==> src/source/sample_pkg.sv <==
`default_nettype none

package sample_pkg;

  // Raw unsigned input sample
  typedef logic [7:0] sample_t;

  localparam int WINDOW_LEN = 5;

  // Enough bits to count up to a full window
  typedef logic [$clog2(WINDOW_LEN + 1) - 1:0] fill_cnt_t;

  // Five-sample sliding window with s1 oldest and s5 newest
  typedef struct packed {
    sample_t s1;
    sample_t s2;
    sample_t s3;  // Centre
    sample_t s4;
    sample_t s5;
  } window_t;

endpackage

`default_nettype wire

==> src/source/order_pkg.sv <==
`default_nettype none

package order_pkg;

  // Register stages between sorter input and output
  localparam int SORT_LATENCY = 3;

  // Window in ascending order
  typedef struct packed {
    sample_pkg::sample_t rank0;  // Minimum
    sample_pkg::sample_t rank1;
    sample_pkg::sample_t rank2;  // Median
    sample_pkg::sample_t rank3;
    sample_pkg::sample_t rank4;  // Maximum
  } ranked_t;

  // Filter output sample and whether it was substituted
  typedef struct packed {
    sample_pkg::sample_t sample;
    logic                replaced;
  } filter_out_t;

endpackage

`default_nettype wire

==> src/source/sorting_network.sv <==
`timescale 1ns/1ps
`default_nettype none

module sorting_network (
  input  sample_pkg::sample_t s1_i,
  input  sample_pkg::sample_t s2_i,
  input  sample_pkg::sample_t s3_i,
  output sample_pkg::sample_t max_o,
  output sample_pkg::sample_t med_o,
  output sample_pkg::sample_t min_o
);

  sample_pkg::sample_t hi_a, lo_a;
  sample_pkg::sample_t hi_b, lo_b;

  always_comb begin
    // Order s1 and s2
    hi_a = (s1_i > s2_i) ? s1_i : s2_i;
    lo_a = (s1_i > s2_i) ? s2_i : s1_i;

    // Bring s3 in against the larger one
    hi_b = (hi_a > s3_i) ? hi_a : s3_i;
    lo_b = (hi_a > s3_i) ? s3_i : hi_a;

    // Final swap sorts the two lower values
    max_o = hi_b;
    med_o = (lo_a > lo_b) ? lo_a : lo_b;
    min_o = (lo_a > lo_b) ? lo_b : lo_a;
  end

endmodule

`default_nettype wire

==> src/source/sort_ascending_5.sv <==
`timescale 1ns/1ps
`default_nettype none

module sort_ascending_5 (
  input  logic                clk,
  input  logic                rst_n,
  input  logic                done_i,
  input  sample_pkg::window_t window_i,
  output logic                done_o,
  output order_pkg::ranked_t  sorted_o
);

  typedef struct packed {
    sample_pkg::sample_t max;
    sample_pkg::sample_t med;
    sample_pkg::sample_t min;
    sample_pkg::sample_t s4;
    sample_pkg::sample_t s5;
  } stage1_t;

  typedef struct packed {
    sample_pkg::sample_t max;  // Overall maximum
    sample_pkg::sample_t med;
    sample_pkg::sample_t min;
    sample_pkg::sample_t med1;
    sample_pkg::sample_t min1;
  } stage2_t;

  typedef struct packed {
    sample_pkg::sample_t max;  // Second largest
    sample_pkg::sample_t med;
    sample_pkg::sample_t min;
    sample_pkg::sample_t min1;
    sample_pkg::sample_t max_o;
  } stage3_t;

  stage1_t p1;
  stage2_t p2;
  stage3_t p3;
  logic [2:0] done_q;  // One bit per stage

  sample_pkg::sample_t sn1_max, sn1_med, sn1_min;
  sample_pkg::sample_t sn2_max, sn2_med, sn2_min;
  sample_pkg::sample_t sn3_max, sn3_med, sn3_min;
  sample_pkg::sample_t sn4_max, sn4_med, sn4_min;

  // Oldest three samples
  sorting_network u_sn1 (
    .s1_i  (window_i.s1),
    .s2_i  (window_i.s2),
    .s3_i  (window_i.s3),
    .max_o (sn1_max),
    .med_o (sn1_med),
    .min_o (sn1_min)
  );

  // Largest of the first three against the two newest
  sorting_network u_sn2 (
    .s1_i  (p1.max),
    .s2_i  (p1.s4),
    .s3_i  (p1.s5),
    .max_o (sn2_max),
    .med_o (sn2_med),
    .min_o (sn2_min)
  );

  sorting_network u_sn3 (
    .s1_i  (p2.med1),
    .s2_i  (p2.med),
    .s3_i  (p2.min),
    .max_o (sn3_max),
    .med_o (sn3_med),
    .min_o (sn3_min)
  );

  // Lowest three values left over
  sorting_network u_sn4 (
    .s1_i  (p3.min1),
    .s2_i  (p3.med),
    .s3_i  (p3.min),
    .max_o (sn4_max),
    .med_o (sn4_med),
    .min_o (sn4_min)
  );

  always_ff @(posedge clk) begin
    if (!rst_n) begin
      p1     <= '0;
      p2     <= '0;
      p3     <= '0;
      done_q <= '0;
    end else begin
      p1     <= '{max: sn1_max, med: sn1_med, min: sn1_min, s4: window_i.s4, s5: window_i.s5};
      p2     <= '{max: sn2_max, med: sn2_med, min: sn2_min, med1: p1.med, min1: p1.min};
      p3     <= '{max: sn3_max, med: sn3_med, min: sn3_min, min1: p2.min1, max_o: p2.max};
      done_q <= {done_q[1:0], done_i};
    end
  end

  assign sorted_o = '{rank0: sn4_min, rank1: sn4_med, rank2: sn4_max,
                      rank3: p3.max, rank4: p3.max_o};
  assign done_o   = done_q[2];

  // Every window leaving the sorter must be in order
  a_sorted_order: assert property (@(posedge clk) disable iff (!rst_n)
    done_o |-> (sorted_o.rank0 <= sorted_o.rank1) && (sorted_o.rank1 <= sorted_o.rank2) &&
               (sorted_o.rank2 <= sorted_o.rank3) && (sorted_o.rank3 <= sorted_o.rank4));

endmodule

`default_nettype wire

==> src/source/sample_window.sv <==
`timescale 1ns/1ps
`default_nettype none

module sample_window (
  input  logic                clk,
  input  logic                rst_n,
  input  sample_pkg::sample_t sample_i,
  input  logic                sample_valid_i,
  output sample_pkg::window_t window_o,
  output logic                window_valid_o
);

  sample_pkg::fill_cnt_t fill_cnt;
  logic                  window_full;

  // True once this strobe completes the first full window
  assign window_full = (fill_cnt >= sample_pkg::fill_cnt_t'(sample_pkg::WINDOW_LEN - 1));

  always_ff @(posedge clk) begin
    if (!rst_n) begin
      window_o       <= '0;
      fill_cnt       <= '0;
      window_valid_o <= 1'b0;
    end else begin
      window_valid_o <= sample_valid_i && window_full;
      if (sample_valid_i) begin
        window_o <= '{s1: window_o.s2, s2: window_o.s3, s3: window_o.s4,
                      s4: window_o.s5, s5: sample_i};
        if (fill_cnt != sample_pkg::fill_cnt_t'(sample_pkg::WINDOW_LEN))
          fill_cnt <= fill_cnt + 1'b1;  // Saturates at a full window
      end
    end
  end

  // A window is only issued once it has been filled
  a_window_filled: assert property (@(posedge clk) disable iff (!rst_n)
    $rose(window_valid_o) |->
      (fill_cnt == sample_pkg::fill_cnt_t'(sample_pkg::WINDOW_LEN)));

endmodule

`default_nettype wire

==> src/source/center_delay.sv <==
`timescale 1ns/1ps
`default_nettype none

module center_delay (
  input  logic                clk,
  input  logic                rst_n,
  input  sample_pkg::sample_t center_i,
  input  logic                valid_i,
  output sample_pkg::sample_t center_o,
  output logic                center_valid_o
);

  sample_pkg::sample_t                  center_q [order_pkg::SORT_LATENCY];
  logic [order_pkg::SORT_LATENCY - 1:0] valid_q;

  always_ff @(posedge clk) begin
    if (!rst_n) begin
      for (int i = 0; i < order_pkg::SORT_LATENCY; i++)
        center_q[i] <= '0;
      valid_q <= '0;
    end else begin
      center_q[0] <= center_i;
      for (int i = 1; i < order_pkg::SORT_LATENCY; i++)
        center_q[i] <= center_q[i - 1];
      valid_q <= {valid_q[order_pkg::SORT_LATENCY - 2:0], valid_i};
    end
  end

  assign center_o       = center_q[order_pkg::SORT_LATENCY - 1];
  assign center_valid_o = valid_q[order_pkg::SORT_LATENCY - 1];

endmodule

`default_nettype wire

==> src/source/impulse_replace.sv <==
`timescale 1ns/1ps
`default_nettype none

module impulse_replace #(
  parameter int unsigned SPREAD_MIN = 16
) (
  input  logic                   clk,
  input  logic                   rst_n,
  input  order_pkg::ranked_t     sorted_i,
  input  logic                   sorted_valid_i,
  input  sample_pkg::sample_t    center_i,
  input  logic                   center_valid_i,
  output order_pkg::filter_out_t result_o,
  output logic                   result_valid_o
);

  sample_pkg::sample_t spread;
  logic                at_extreme;
  logic                is_impulse;

  // Never negative since rank4 >= rank0
  assign spread     = sorted_i.rank4 - sorted_i.rank0;
  assign at_extreme = (center_i == sorted_i.rank0) || (center_i == sorted_i.rank4);
  assign is_impulse = at_extreme && (32'(spread) > SPREAD_MIN);

  always_ff @(posedge clk) begin
    if (!rst_n) begin
      result_o       <= '0;
      result_valid_o <= 1'b0;
    end else begin
      result_valid_o <= sorted_valid_i;
      if (is_impulse)
        result_o <= '{sample: sorted_i.rank2, replaced: 1'b1};  // Swap in the median
      else
        result_o <= '{sample: center_i, replaced: 1'b0};
    end
  end

  // Sorter and centre delay must stay in step
  a_paths_aligned: assert property (@(posedge clk) disable iff (!rst_n)
    sorted_valid_i == center_valid_i);

endmodule

`default_nettype wire

==> src/source/median_filter_top.sv <==
`timescale 1ns/1ps
`default_nettype none

module median_filter_top #(
  parameter int unsigned SPREAD_MIN = 16
) (
  input  logic                   clk,
  input  logic                   rst_n,
  input  sample_pkg::sample_t    sample_i,
  input  logic                   sample_valid_i,
  output order_pkg::filter_out_t result_o,
  output logic                   result_valid_o
);

  sample_pkg::window_t window;
  logic                window_valid;
  order_pkg::ranked_t  sorted;
  logic                sorted_valid;
  sample_pkg::sample_t center;
  logic                center_valid;

  sample_window u_window (
    .clk            (clk),
    .rst_n          (rst_n),
    .sample_i       (sample_i),
    .sample_valid_i (sample_valid_i),
    .window_o       (window),
    .window_valid_o (window_valid)
  );

  sort_ascending_5 u_sort (
    .clk      (clk),
    .rst_n    (rst_n),
    .done_i   (window_valid),
    .window_i (window),
    .done_o   (sorted_valid),
    .sorted_o (sorted)
  );

  // Centre travels beside the sorter
  center_delay u_center (
    .clk            (clk),
    .rst_n          (rst_n),
    .center_i       (window.s3),
    .valid_i        (window_valid),
    .center_o       (center),
    .center_valid_o (center_valid)
  );

  impulse_replace #(
    .SPREAD_MIN (SPREAD_MIN)
  ) u_replace (
    .clk            (clk),
    .rst_n          (rst_n),
    .sorted_i       (sorted),
    .sorted_valid_i (sorted_valid),
    .center_i       (center),
    .center_valid_i (center_valid),
    .result_o       (result_o),
    .result_valid_o (result_valid_o)
  );

endmodule

`default_nettype wire

==> config.mk <==
export PLATFORM = sky130hd
export DESIGN_NAME = median_filter_top
export DESIGN_NICKNAME = d
export VERILOG_FILES = /design/src/source/sample_pkg.sv /design/src/source/order_pkg.sv /design/src/source/sorting_network.sv /design/src/source/sort_ascending_5.sv /design/src/source/sample_window.sv /design/src/source/center_delay.sv /design/src/source/impulse_replace.sv /design/src/source/median_filter_top.sv
export SDC_FILE = /design/constraint.sdc
export NUM_CORES = 1
export LEC_CHECK = 0
export BUFFER_PORTS_ARGS = -buffer_cell sky130_fd_sc_hd__buf_2
export CORE_ASPECT_RATIO = 0.5
export CORE_MARGIN = 8
export CORE_UTILIZATION = 50
export DETAILED_ROUTE_END_ITERATION = 8
export PLACE_DENSITY = 0.65
export REMOVE_ABC_BUFFERS = 1
export SYNTH_ARGS = -nofsm -noshare
export SYNTH_HDL_FRONTEND = slang
export SYNTH_SLANG_ARGS = --single-unit
==> constraint.sdc <==
create_clock -name clk -period 13.95 [get_ports clk]
set_input_delay 0 -clock clk [delete_from_list [all_inputs] [get_ports clk]]
set_output_delay 0 -clock clk [all_outputs]
set_load 0.05 [all_outputs]
======== Yosys cells after proc, flatten, opt, wreduce, memory -nomap -nowiden ========
Memory sizes are Yosys's and may differ from the RTL's.
Index checks and enable logic that the tools add are counted.
cells by class
  multiplexer cells ....................... 28
  equal/unequal tests ..................... 3
  $lt $le $gt $ge ......................... 14
  reductions and logical operators ........ 4
  bitwise gates (word level) .............. 3
  add/subtract/negate cells ............... 2
operator list
  kind                                                            count
  2-to-1 mux 8 bit                                                25
  greater-than comparator 8 bit                                   12
  equality test 8 bit                                             2
  2-to-1 mux 9 bit                                                1
  greater-than comparator 8 x 5 -> 1 bit (second input constant)  1
  subtractor 8 bit                                                1
  adder 3 x 1 -> 3 bit (second input constant)                    1
  greater-or-equal comparator 3 bit (second input constant)       1
  != test 3 bit (second input constant)                           1
  OR 1 bit                                                        3
  logical AND 1 bit                                               2
  2-to-1 mux 1 bit                                                2
  AND reduction 2 bit                                             1
  logical OR 1 bit                                                1
word-level totals
  RAM bits ................................ 24
  memories kept ........................... 1
  input port bits ......................... 11
  register bits ........................... 169
memory list
  memory             depth  bits a word  read ports  clocked after memory_dff  wr ports  line                source
  u_center.center_q  3      8            3           0                         3         center_delay.sv:13  sample_pkg::sample_t center_q [order_pkg::SORT_LATENCY];

======== Longest topological paths before layout ========
Gate-level depths: netlist of the first run.
  word-level depth ........................ 10
  mapped depth ............................ 42
  depth with buffers taken out ............ 37

======== Cells and area by module ========
From an unflattened synthesis of the first run, not the netlist that was laid out.
second synthesis, totals
  cell total of the unflattened synthesis .. 1312
  area, all modules ....................... 12909.9 µm²
modules (own cells, without submodules)
  module                               area each (µm²)  times used  seq. area each (µm²)  cells each
  sorting_network at u_sort.u_sn2 ...  1417.6           3           0.0                   170
  sort_ascending_5                     3467.1           1           2462.4                275
  sample_window                        1759.2           1           880.8                 148
  sorting_network at u_sort.u_sn1      1420.1           1           0.0                   172
  impulse_replace                      1192.4           1           200.2                 143
  center_delay                         818.3            1           540.5                 64

======== Worst setup path after synthesis of the first run ========
OpenSTA, ideal clock, no wires.
  kind .................................... reg-to-reg
  start ................................... register u_sort.p3[25] (netlist bit)
  end ..................................... register, netlist name u_replace.result_o[1]
  cell stages (with the launch flop) ...... 37
  setup slack ............................. 6688 ps
  path buffers ............................ 4
  clock period less this slack ............ 7262 ps
  data arrival time ....................... 7190 ps
  path through ............................ dfxtp_1 -> inv_1 -> ha_1 -> nor2b_1 -> o211a_1 -> o21ai_1 -> nand2_1 -> clkbuf_1 -> a21oi_1 -> inv_1 -> ha_1 -> nand4_1 -> nor2_1 -> a21oi_1 -> nor2_1 -> buf_6 -> clkbuf_1 -> a21oi_1 -> ha_1 -> and3_1 -> a32o_1 -> a2111o_1 -> o31ai_1 -> nand2_1 -> mux2i_1 -> ha_1 -> inv_1 -> fa_1 -> nor3b_1 -> o22ai_1 -> o311ai_1 -> a221o_1 -> nand3_1 -> nor3_1 -> o41ai_2 -> buf_6 -> mux2i_1
on the way
  longest elaborated chain between the ends .. 10
  elaborated cells between the ends (all ways) .. 14
ends and longest elaborated chain
  element                                                                     line                                          source
  from (decl)                                                                 sort_ascending_5.sv:39                        stage3_t p3;
  from (signal assigned)                                                      sort_ascending_5.sv:95                        p3 <= '{max: sn3_max, med: sn3_med, min: sn3_min, min1: p2.min1, max_o: p2.max};
  greater-than comparator 8 bit                                               sorting_network.sv:18, sorting_network.sv:19
  2-to-1 mux 8 bit                                                            sorting_network.sv:18                         hi_a = (s1_i > s2_i) ? s1_i : s2_i;
  greater-than comparator 8 bit                                               sorting_network.sv:22, sorting_network.sv:23
  2-to-1 mux 8 bit                                                            sorting_network.sv:23                         lo_b = (hi_a > s3_i) ? s3_i : hi_a;
  greater-than comparator 8 bit                                               sorting_network.sv:28                         min_o = (lo_a > lo_b) ? lo_b : lo_a;
  2-to-1 mux 8 bit                                                            sorting_network.sv:28
  subtractor 8 bit or equality test 8 bit (tied branches)                     impulse_replace.sv:22, impulse_replace.sv:23
  greater-than comparator 8 x 5 -> 1 bit or logical OR 1 bit (tied branches)  impulse_replace.sv:24, impulse_replace.sv:23
  logical AND 1 bit                                                           impulse_replace.sv:24                         assign is_impulse = at_extreme && (32'(spread) > SPREAD_MIN);
  2-to-1 mux 9 bit (*)                                                        impulse_replace.sv:32                         if (is_impulse)
Every way passes the cells marked *; elsewhere a longest branch is shown, timed or not.
A chain may end at the register's enable or synchronous reset.

======== Final worst setup path of the first run ========
  start ................................... register u_sort.p3[25] (netlist bit)
  end ..................................... register, netlist name u_replace.result_o[7]
on the way
  longest elaborated chain between the ends .. 10
  elaborated cells between the ends (all ways) .. 14
ends and longest elaborated chain
  element                                                                     line
  greater-than comparator 8 bit                                               sorting_network.sv:18, sorting_network.sv:19
  2-to-1 mux 8 bit                                                            sorting_network.sv:18
  greater-than comparator 8 bit                                               sorting_network.sv:22, sorting_network.sv:23
  2-to-1 mux 8 bit                                                            sorting_network.sv:23
  greater-than comparator 8 bit                                               sorting_network.sv:28
  2-to-1 mux 8 bit                                                            sorting_network.sv:28
  subtractor 8 bit or equality test 8 bit (tied branches)                     impulse_replace.sv:22, impulse_replace.sv:23
  greater-than comparator 8 x 5 -> 1 bit or logical OR 1 bit (tied branches)  impulse_replace.sv:24, impulse_replace.sv:23
  logical AND 1 bit                                                           impulse_replace.sv:24
  2-to-1 mux 9 bit (*)                                                        impulse_replace.sv:32
Marked as above.

==> flow_metrics.env, run 1 <==
export IMPL_postCtsSetupRepairBufs=0
export IMPL_grt_max_degree=92
export IMPL_setup_worst_path_start_class="flip-flop"
export IMPL_synth_distinct_cells=73
export IMPL_whs_ns=0.149
export IMPL_end_kind="flip-flop"
export IMPL_clockBufferDepth=2
export IMPL_required_ns=14.31
export IMPL_timing_fmax_mhz=107
export IMPL_grt_met1_usage_pct=34.4
export IMPL_die_x_um=223
export IMPL_max_stage_delay_ns=0.92
export IMPL_antennaDiodeCount=0
export IMPL_ys_seq_area_share_pct=36.0
export IMPL_maxCapViolCount=0
export IMPL_clock_latency_ns=0.44
export IMPL_rows=38
export IMPL_grtUsageMet2_pct=23.9
export IMPL_die_y_um=120
export IMPL_num_vias=8513
export IMPL_gp_congestion=0.975
export IMPL_ys_seq_elements=193
export IMPL_tns_ns=0
export IMPL_cts_root_buffer="clkbuf_16"
export IMPL_yosys_warnings=0
export IMPL_r2r_slack_ns=4.64
export IMPL_skew_ns=0.00830
export IMPL_fp_coreArea_um2=21300
export IMPL_worst_pin_slew_ns=1.17
export IMPL_cp_data_arrival_time_ns=9.67
export IMPL_fp_dieArea_um2=26700
export IMPL_setup_violations=0
export IMPL_hold_class="in -> reg"
export IMPL_crit_slowest_cell="a41oi_1"
export IMPL_drive_above_1_share_pct=7.89
export IMPL_layout_common_cells="dfxtp_1, nor2_1, inv_1, ha_1, mux2i_1"
export IMPL_nets=1366
export IMPL_run_status="finished, final reports clean"
export IMPL_first_pass_iters=5
export IMPL_post_dp_cell_area_um2=11000
export IMPL_hold_viol_final=0
export IMPL_grt_overflow=0
export IMPL_drv_slew=0
export IMPL_syn_avg_cell_area_um2=8.54
export IMPL_crit_fanout=21
export IMPL_crit_type="reg -> reg"
export IMPL_reg2reg_depth=37
export IMPL_io_buffers=20
export IMPL_io_pins=21
export IMPL_clkTransAtPathRegs_ns=0.07
export IMPL_grt_pass1_vias=7654
export IMPL_cts_tree="yes"
export IMPL_grtUsageMet3_pct=6.41
export IMPL_drcViolationCount=0
export IMPL_synth_edf_count=0
export IMPL_numCtsBuffers=17
export IMPL_busiest_layer="met1"
export IMPL_r2r_start="u_sort.p3[25]"
export IMPL_rsz0062_at_grt="no"
export IMPL_crit_start="u_sort.p3[25]"
export IMPL_htree_levels=4
export IMPL_dpl_hpwl_mm=21.3
export IMPL_via_per_inst=5.50
export IMPL_slew_headroom_pct=22.0
export IMPL_grt_usage_pct=20.7
export IMPL_design_area_um2=11700
export IMPL_ys_flop_type="dfxtp_1"
export IMPL_layout_commonest_cell="dfxtp_1"
export IMPL_fin_crit_sh_pct=66.7
export IMPL_cp_endpoint="u_replace.result_o[7]"
export IMPL_postRouteAntennaNets=0
export IMPL_syn_to_final_growth_pct=9.16
export IMPL_drtIter0Drc=1034
export IMPL_async_flop_share_pct=0
export IMPL_grt_pass1_wl_mm=43.1
export IMPL_reg2reg_to="u_replace.result_o[7]"
export IMPL_cts_sinks=193
export IMPL_drt_total_wl_mm=27.7
export IMPL_antenna_found_initial=0
export IMPL_initial_utilization_pct=50.3
export IMPL_synthCells=1256
export IMPL_wl_per_cell_um=17.9
export IMPL_period_minus_slack_ns=9.31
export IMPL_syn_area_um2=10700
## worst min path at each step
stage,from,end,slack [ns],cells after the start
4_1_cts,rst_n,u_sort.p1[22],0.13,2
5_1_grt,rst_n,u_sort.p1[22],0.18,2
3_5_place_dp,sample_i[4],u_window.window_o[4],0.25,3
6_report,rst_n,u_sort.p1[22],0.15,2
3_3_place_gp,sample_i[0],u_window.window_o[0],0.23,3
2_1_floorplan,rst_n,u_center.center_q[0][10],0.12,1
## state kept, by name, summed over array words and instances, names as in the netlist
signal	flops
u_center.center_q	24
u_replace.result_o	9
u_replace.result_valid_o	1
u_sort.done_q	3
u_sort.p1	40
u_sort.p2	40
u_sort.p3	24
u_sort.sorted_o	8
u_window.fill_cnt	3
u_window.window_o	40
u_window.window_valid_o	1
## through the flow
step	setup WS, ns	instances	utilization, %
final	4.64	1547	54.9
after global routing	3.83	1547	54.9
after CTS	4.90	1547	54.9
after detailed placement	4.93	1508	51.7
after global placement	5.27	1508	51.7
after floorplan	5.46	1196	-
## cell usage after synthesis, types with 16 or more instances
| master | number | area, um^2 |
|---|---|---|
| mux2i_1 | 90 | 901 |
| nand3_1 | 21 | 105 |
| and2_1 | 73 | 457 |
| o21ai_0 | 46 | 230 |
| mux2_2 | 16 | 180 |
| ha_1 | 99 | 1240 |
| dfxtp_1 | 193 | 3860 |
| nor2_1 | 174 | 653 |
| a21oi_1 | 88 | 440 |
| a211oi_1 | 21 | 158 |
| inv_1 | 106 | 398 |
| o211a_1 | 16 | 160 |
| clkbuf_1 | 45 | 169 |
| nand2_1 | 64 | 240 |
## routing by layer
layer,vias to the layer above,wire [um]
met5,-,0
met4,0,249
met3,24,2430
met2,245,9180
met1,3941,15900
li1,4303,-
## cell families after synthesis
| logic type | after synthesis | share of synthesized area [%] |
|---|---|---|
| multiplexers | 106 | 10.1 |
| XOR/XNOR | 21 | 1.71 |
| buffers and inverters | 166 | 6.11 |
| AO/OA/AOI/OAI | 250 | 15.3 |
| flip-flops | 193 | 36.0 |
| AND/OR/NAND/NOR | 419 | 19.0 |
| adder cells (fa/ha/maj) | 101 | 11.8 |
## timing repair
item | in CTS | in global routing
hold buffers | 8 | 0
endpoints found under the setup margin | 0 | 0
hold endpoints to repair | 8 | 0
gates resized for setup | 0 | 0
## critical path: cells and delay by family (launching register included)
family | cells | cell delay [ns]
adders and majority gates | 5 | 1.63
DFF | 1 | 0.41
and+or+nand+nor | 14 | 2.37
muxes | 2 | 0.59
buffers and inverters | 6 | 0.94
AOI/OAI and AO/OA | 10 | 3.29
## cell type report
type,count,area (um^2)
fillers,1947,9630
multi-input cells,897,6230
flip-flops and latches,193,3860
clock buffers,20,447
inverters,106,399
well taps,280,350
repair buffers,40,270
clock inverters,11,154
Power of run 1 is not shown: default switching activity piles up to over one toggle a cycle in this logic, so the estimate is an artifact.
==> run 2: changes to the inputs <==
--- a/config.mk
+++ b/config.mk
@@ -5,12 +5,13 @@
 export SDC_FILE = /design/constraint.sdc
 export NUM_CORES = 1
 export LEC_CHECK = 0
+export ABC_AREA = 1
 export BUFFER_PORTS_ARGS = -buffer_cell sky130_fd_sc_hd__buf_2
 export CORE_ASPECT_RATIO = 0.5
 export CORE_MARGIN = 8
 export CORE_UTILIZATION = 50
 export DETAILED_ROUTE_END_ITERATION = 8
-export PLACE_DENSITY = 0.65
+export PLACE_DENSITY = 0.67
 export REMOVE_ABC_BUFFERS = 1
 export SYNTH_ARGS = -nofsm -noshare
 export SYNTH_HDL_FRONTEND = slang
==> constraint.sdc (replaced) <==
create_clock -name clk -period 7.7 [get_ports clk]
set_input_delay 0 -clock clk [delete_from_list [all_inputs] [get_ports clk]]
set_output_delay 0 -clock clk [all_outputs]
set_load 0.05 [all_outputs]
==> run 2 against run 1 <==
Compared with the run above: via count rose by 2.8%; area after synthesis fell by 2.8%; global-route usage fell by 2.9 points; worst hold slack lost 0.079 ns; critical path depth grew 2; fmax grew 38%; final cell count increased by 14%; wire length fell by 18%; setup slack got worse by 3.7 ns; register-to-register slack worse by 3.7 ns.
==> flow_metrics.env, run 2 <==
export IMPL_rsz0062_at_grt="no"
export IMPL_ys_seq_elements=193
export IMPL_ys_flop_type="dfxtp_1"
export IMPL_run_status="finished, final reports clean"
export IMPL_end_kind="flip-flop"
export IMPL_grt_max_degree=85
export IMPL_grt_usage_pct=17.8
export IMPL_layout_common_cells="nand2_1, inv_1, dfxtp_1, a21oi_1, o21ai_0"
export IMPL_r2r_slack_ns=0.95
export IMPL_required_ns=8.08
export IMPL_drv_slew=0
export IMPL_hold_viol_final=0
export IMPL_max_stage_delay_ns=0.58
export IMPL_worst_path_buf_inv=4
export IMPL_postCtsSetupRepairBufs=0
export IMPL_drtIter0Drc=506
export IMPL_grt_pass1_wl_mm=38.4
export IMPL_grt_pass1_vias=8016
export IMPL_crit_type="reg -> reg"
export IMPL_rows=37
export IMPL_synthCells=1479
export IMPL_r2r_start="u_sort.p3[31]"
export IMPL_worst_pin_slew_ns=1.18
export IMPL_crit_slowest_cell="o21ai_0"
export IMPL_skew_ns=0.0122
export IMPL_clock_latency_ns=0.44
export IMPL_dpl_hpwl_mm=17.4
export IMPL_io_buffers=20
export IMPL_ys_seq_area_share_pct=37.0
export IMPL_fin_crit_sh_pct=87.7
export IMPL_yosys_area_top_type="dfxtp_1"
export IMPL_cp_depth=39
export IMPL_postRouteAntennaNets=0
export IMPL_maxCapViolCount=0
export IMPL_slew_headroom_pct=21.4
export IMPL_antennaDiodeCount=0
export IMPL_htree_levels=4
export IMPL_reg2reg_to="u_replace.result_o[7]"
export IMPL_synth_most_common_cell="nand2_1"
export IMPL_via_per_inst=4.97
export IMPL_drive_above_1_share_pct=5.57
export IMPL_cts_sinks=193
export IMPL_synth_edf_count=0
export IMPL_numCtsBuffers=17
export IMPL_layout_commonest_cell="nand2_1"
export IMPL_die_x_um=220
export IMPL_hold_class="in -> reg"
export IMPL_wl_per_cell_um=12.9
export IMPL_fp_coreArea_um2=20500
export IMPL_worst_slack_ns=0.948
export IMPL_clockBufferDepth=2
export IMPL_cts_root_buffer="clkbuf_16"
export IMPL_syn_to_final_growth_pct=8.64
export IMPL_io_pins=21
export IMPL_timing_fmax_mhz=148
export IMPL_synth_common_cells="nand2_1, inv_1, dfxtp_1"
export IMPL_num_vias=8754
export IMPL_path_delay_family="simple AND/OR/NAND/NOR gates"
export IMPL_synthTopCellsByArea="dfxtp_1, nand2_1, ha_1, inv_1, a21oi_1"
export IMPL_synth_top_area_share_pct=37.0
export IMPL_cp_endpoint="u_replace.result_o[7]"
export IMPL_crit_top_cell="nand2_1"
export IMPL_initial_utilization_pct=50.9
export IMPL_period_minus_slack_ns=6.75
export IMPL_yosys_warnings=0
export IMPL_gp_congestion=0.895
export IMPL_cts_tree="yes"
export IMPL_clkTransAtPathRegs_ns=0.07
export IMPL_cp_data_arrival_time_ns=7.13
export IMPL_die_y_um=118
export IMPL_drt_total_wl_mm=22.7
export IMPL_grt_overflow=0
export IMPL_crit_start="u_sort.p3[31]"
export IMPL_fp_dieArea_um2=26000
export IMPL_tns_ns=0
export IMPL_nets=1587
export IMPL_drcViolationCount=0
export IMPL_synth_distinct_cells=39
export IMPL_setup_violations=0
export IMPL_antenna_found_initial=0
export IMPL_syn_area_um2=10400
export IMPL_crit_fanout=30
export IMPL_first_pass_iters=5
export IMPL_reg_top3="u_sort.p1 x40, u_sort.p2 x40, u_window.window_o x40"
export IMPL_async_flop_share_pct=0
export IMPL_fin_util_pct=55.3
export IMPL_syn_avg_cell_area_um2=7.06
export IMPL_reg2reg_depth=39
export IMPL_pre_cts_ws_ns=1.05
export IMPL_setup_worst_path_start_class="flip-flop"
==> run 2: tightest hold or removal path: stages <==
cell	delay, ns
buf_2	0.27
nand2_1	0.15
nor2_1	0.04
==> run 2: worst min path at each step <==
stage / from / endpoint / slack, ns / cells after the start
4_1_cts: sample_valid_i / u_window.window_o[33] / 0.04 / 2
3_5_place_dp: sample_i[1] / u_window.window_o[1] / 0.21 / 3
2_1_floorplan: sample_valid_i / u_window.window_o[24] / 0.09 / 1
5_1_grt: sample_valid_i / u_window.window_o[36] / 0.08 / 2
3_3_place_gp: sample_i[1] / u_window.window_o[1] / 0.21 / 3
6_report: sample_valid_i / u_window.window_valid_o / 0.07 / 3
==> run 2: kinds of logic (layout without fill, tap and decap cells) <==
group	after synthesis	after routing	synth area share [%]
AND/OR/NAND/NOR	474	474	18.7
XOR/XNOR	10	10	0.839
AO/OA/AOI/OAI	326	326	17.6
buffers and inverters	376	386	13.8
flip-flops	193	193	37.0
adder cells (fa/ha/maj)	100	100	12.1
==> run 2: what timing repair did <==
action	in CTS	in global routing
hold buffers	8	0
hold endpoints to repair	8	0
resized for setup	0	0
==> run 2: routing by layer <==
| layer | GRT usage (%) | vias to the layer above | wire (um) |
|---|---|---|---|
| li1 | - | 4690 | - |
| met1 | 24.7 | 3888 | 11700 |
| met2 | 28.0 | 147 | 9770 |
| met3 | 3.41 | 29 | 785 |
| met4 | 4.97 | 0 | 396 |
| met5 | 0 | - | 0 |
==> run 2: area by class of cell <==
cell class              count  area [um^2]
clock buffers              17          425
clock inverters            15          141
fillers                  1942         9170
inverters                 320         1200
multi-input cells         910         5140
flip-flops and latches    193         3860
well taps                 273          342
repair buffers             34          228
==> run 2: metrics by stage <==
stage	cells	hold WS, ns	area (um^2)
finish	1762	0.0699	11300
global route	1762	0.0842	11300
CTS	1762	0.0416	11300
detailed placement	1722	0.214	10700
global placement	1722	0.207	10700
floorplan	1423	0.0894	10200
Power of run 2 is left out for the same reason.
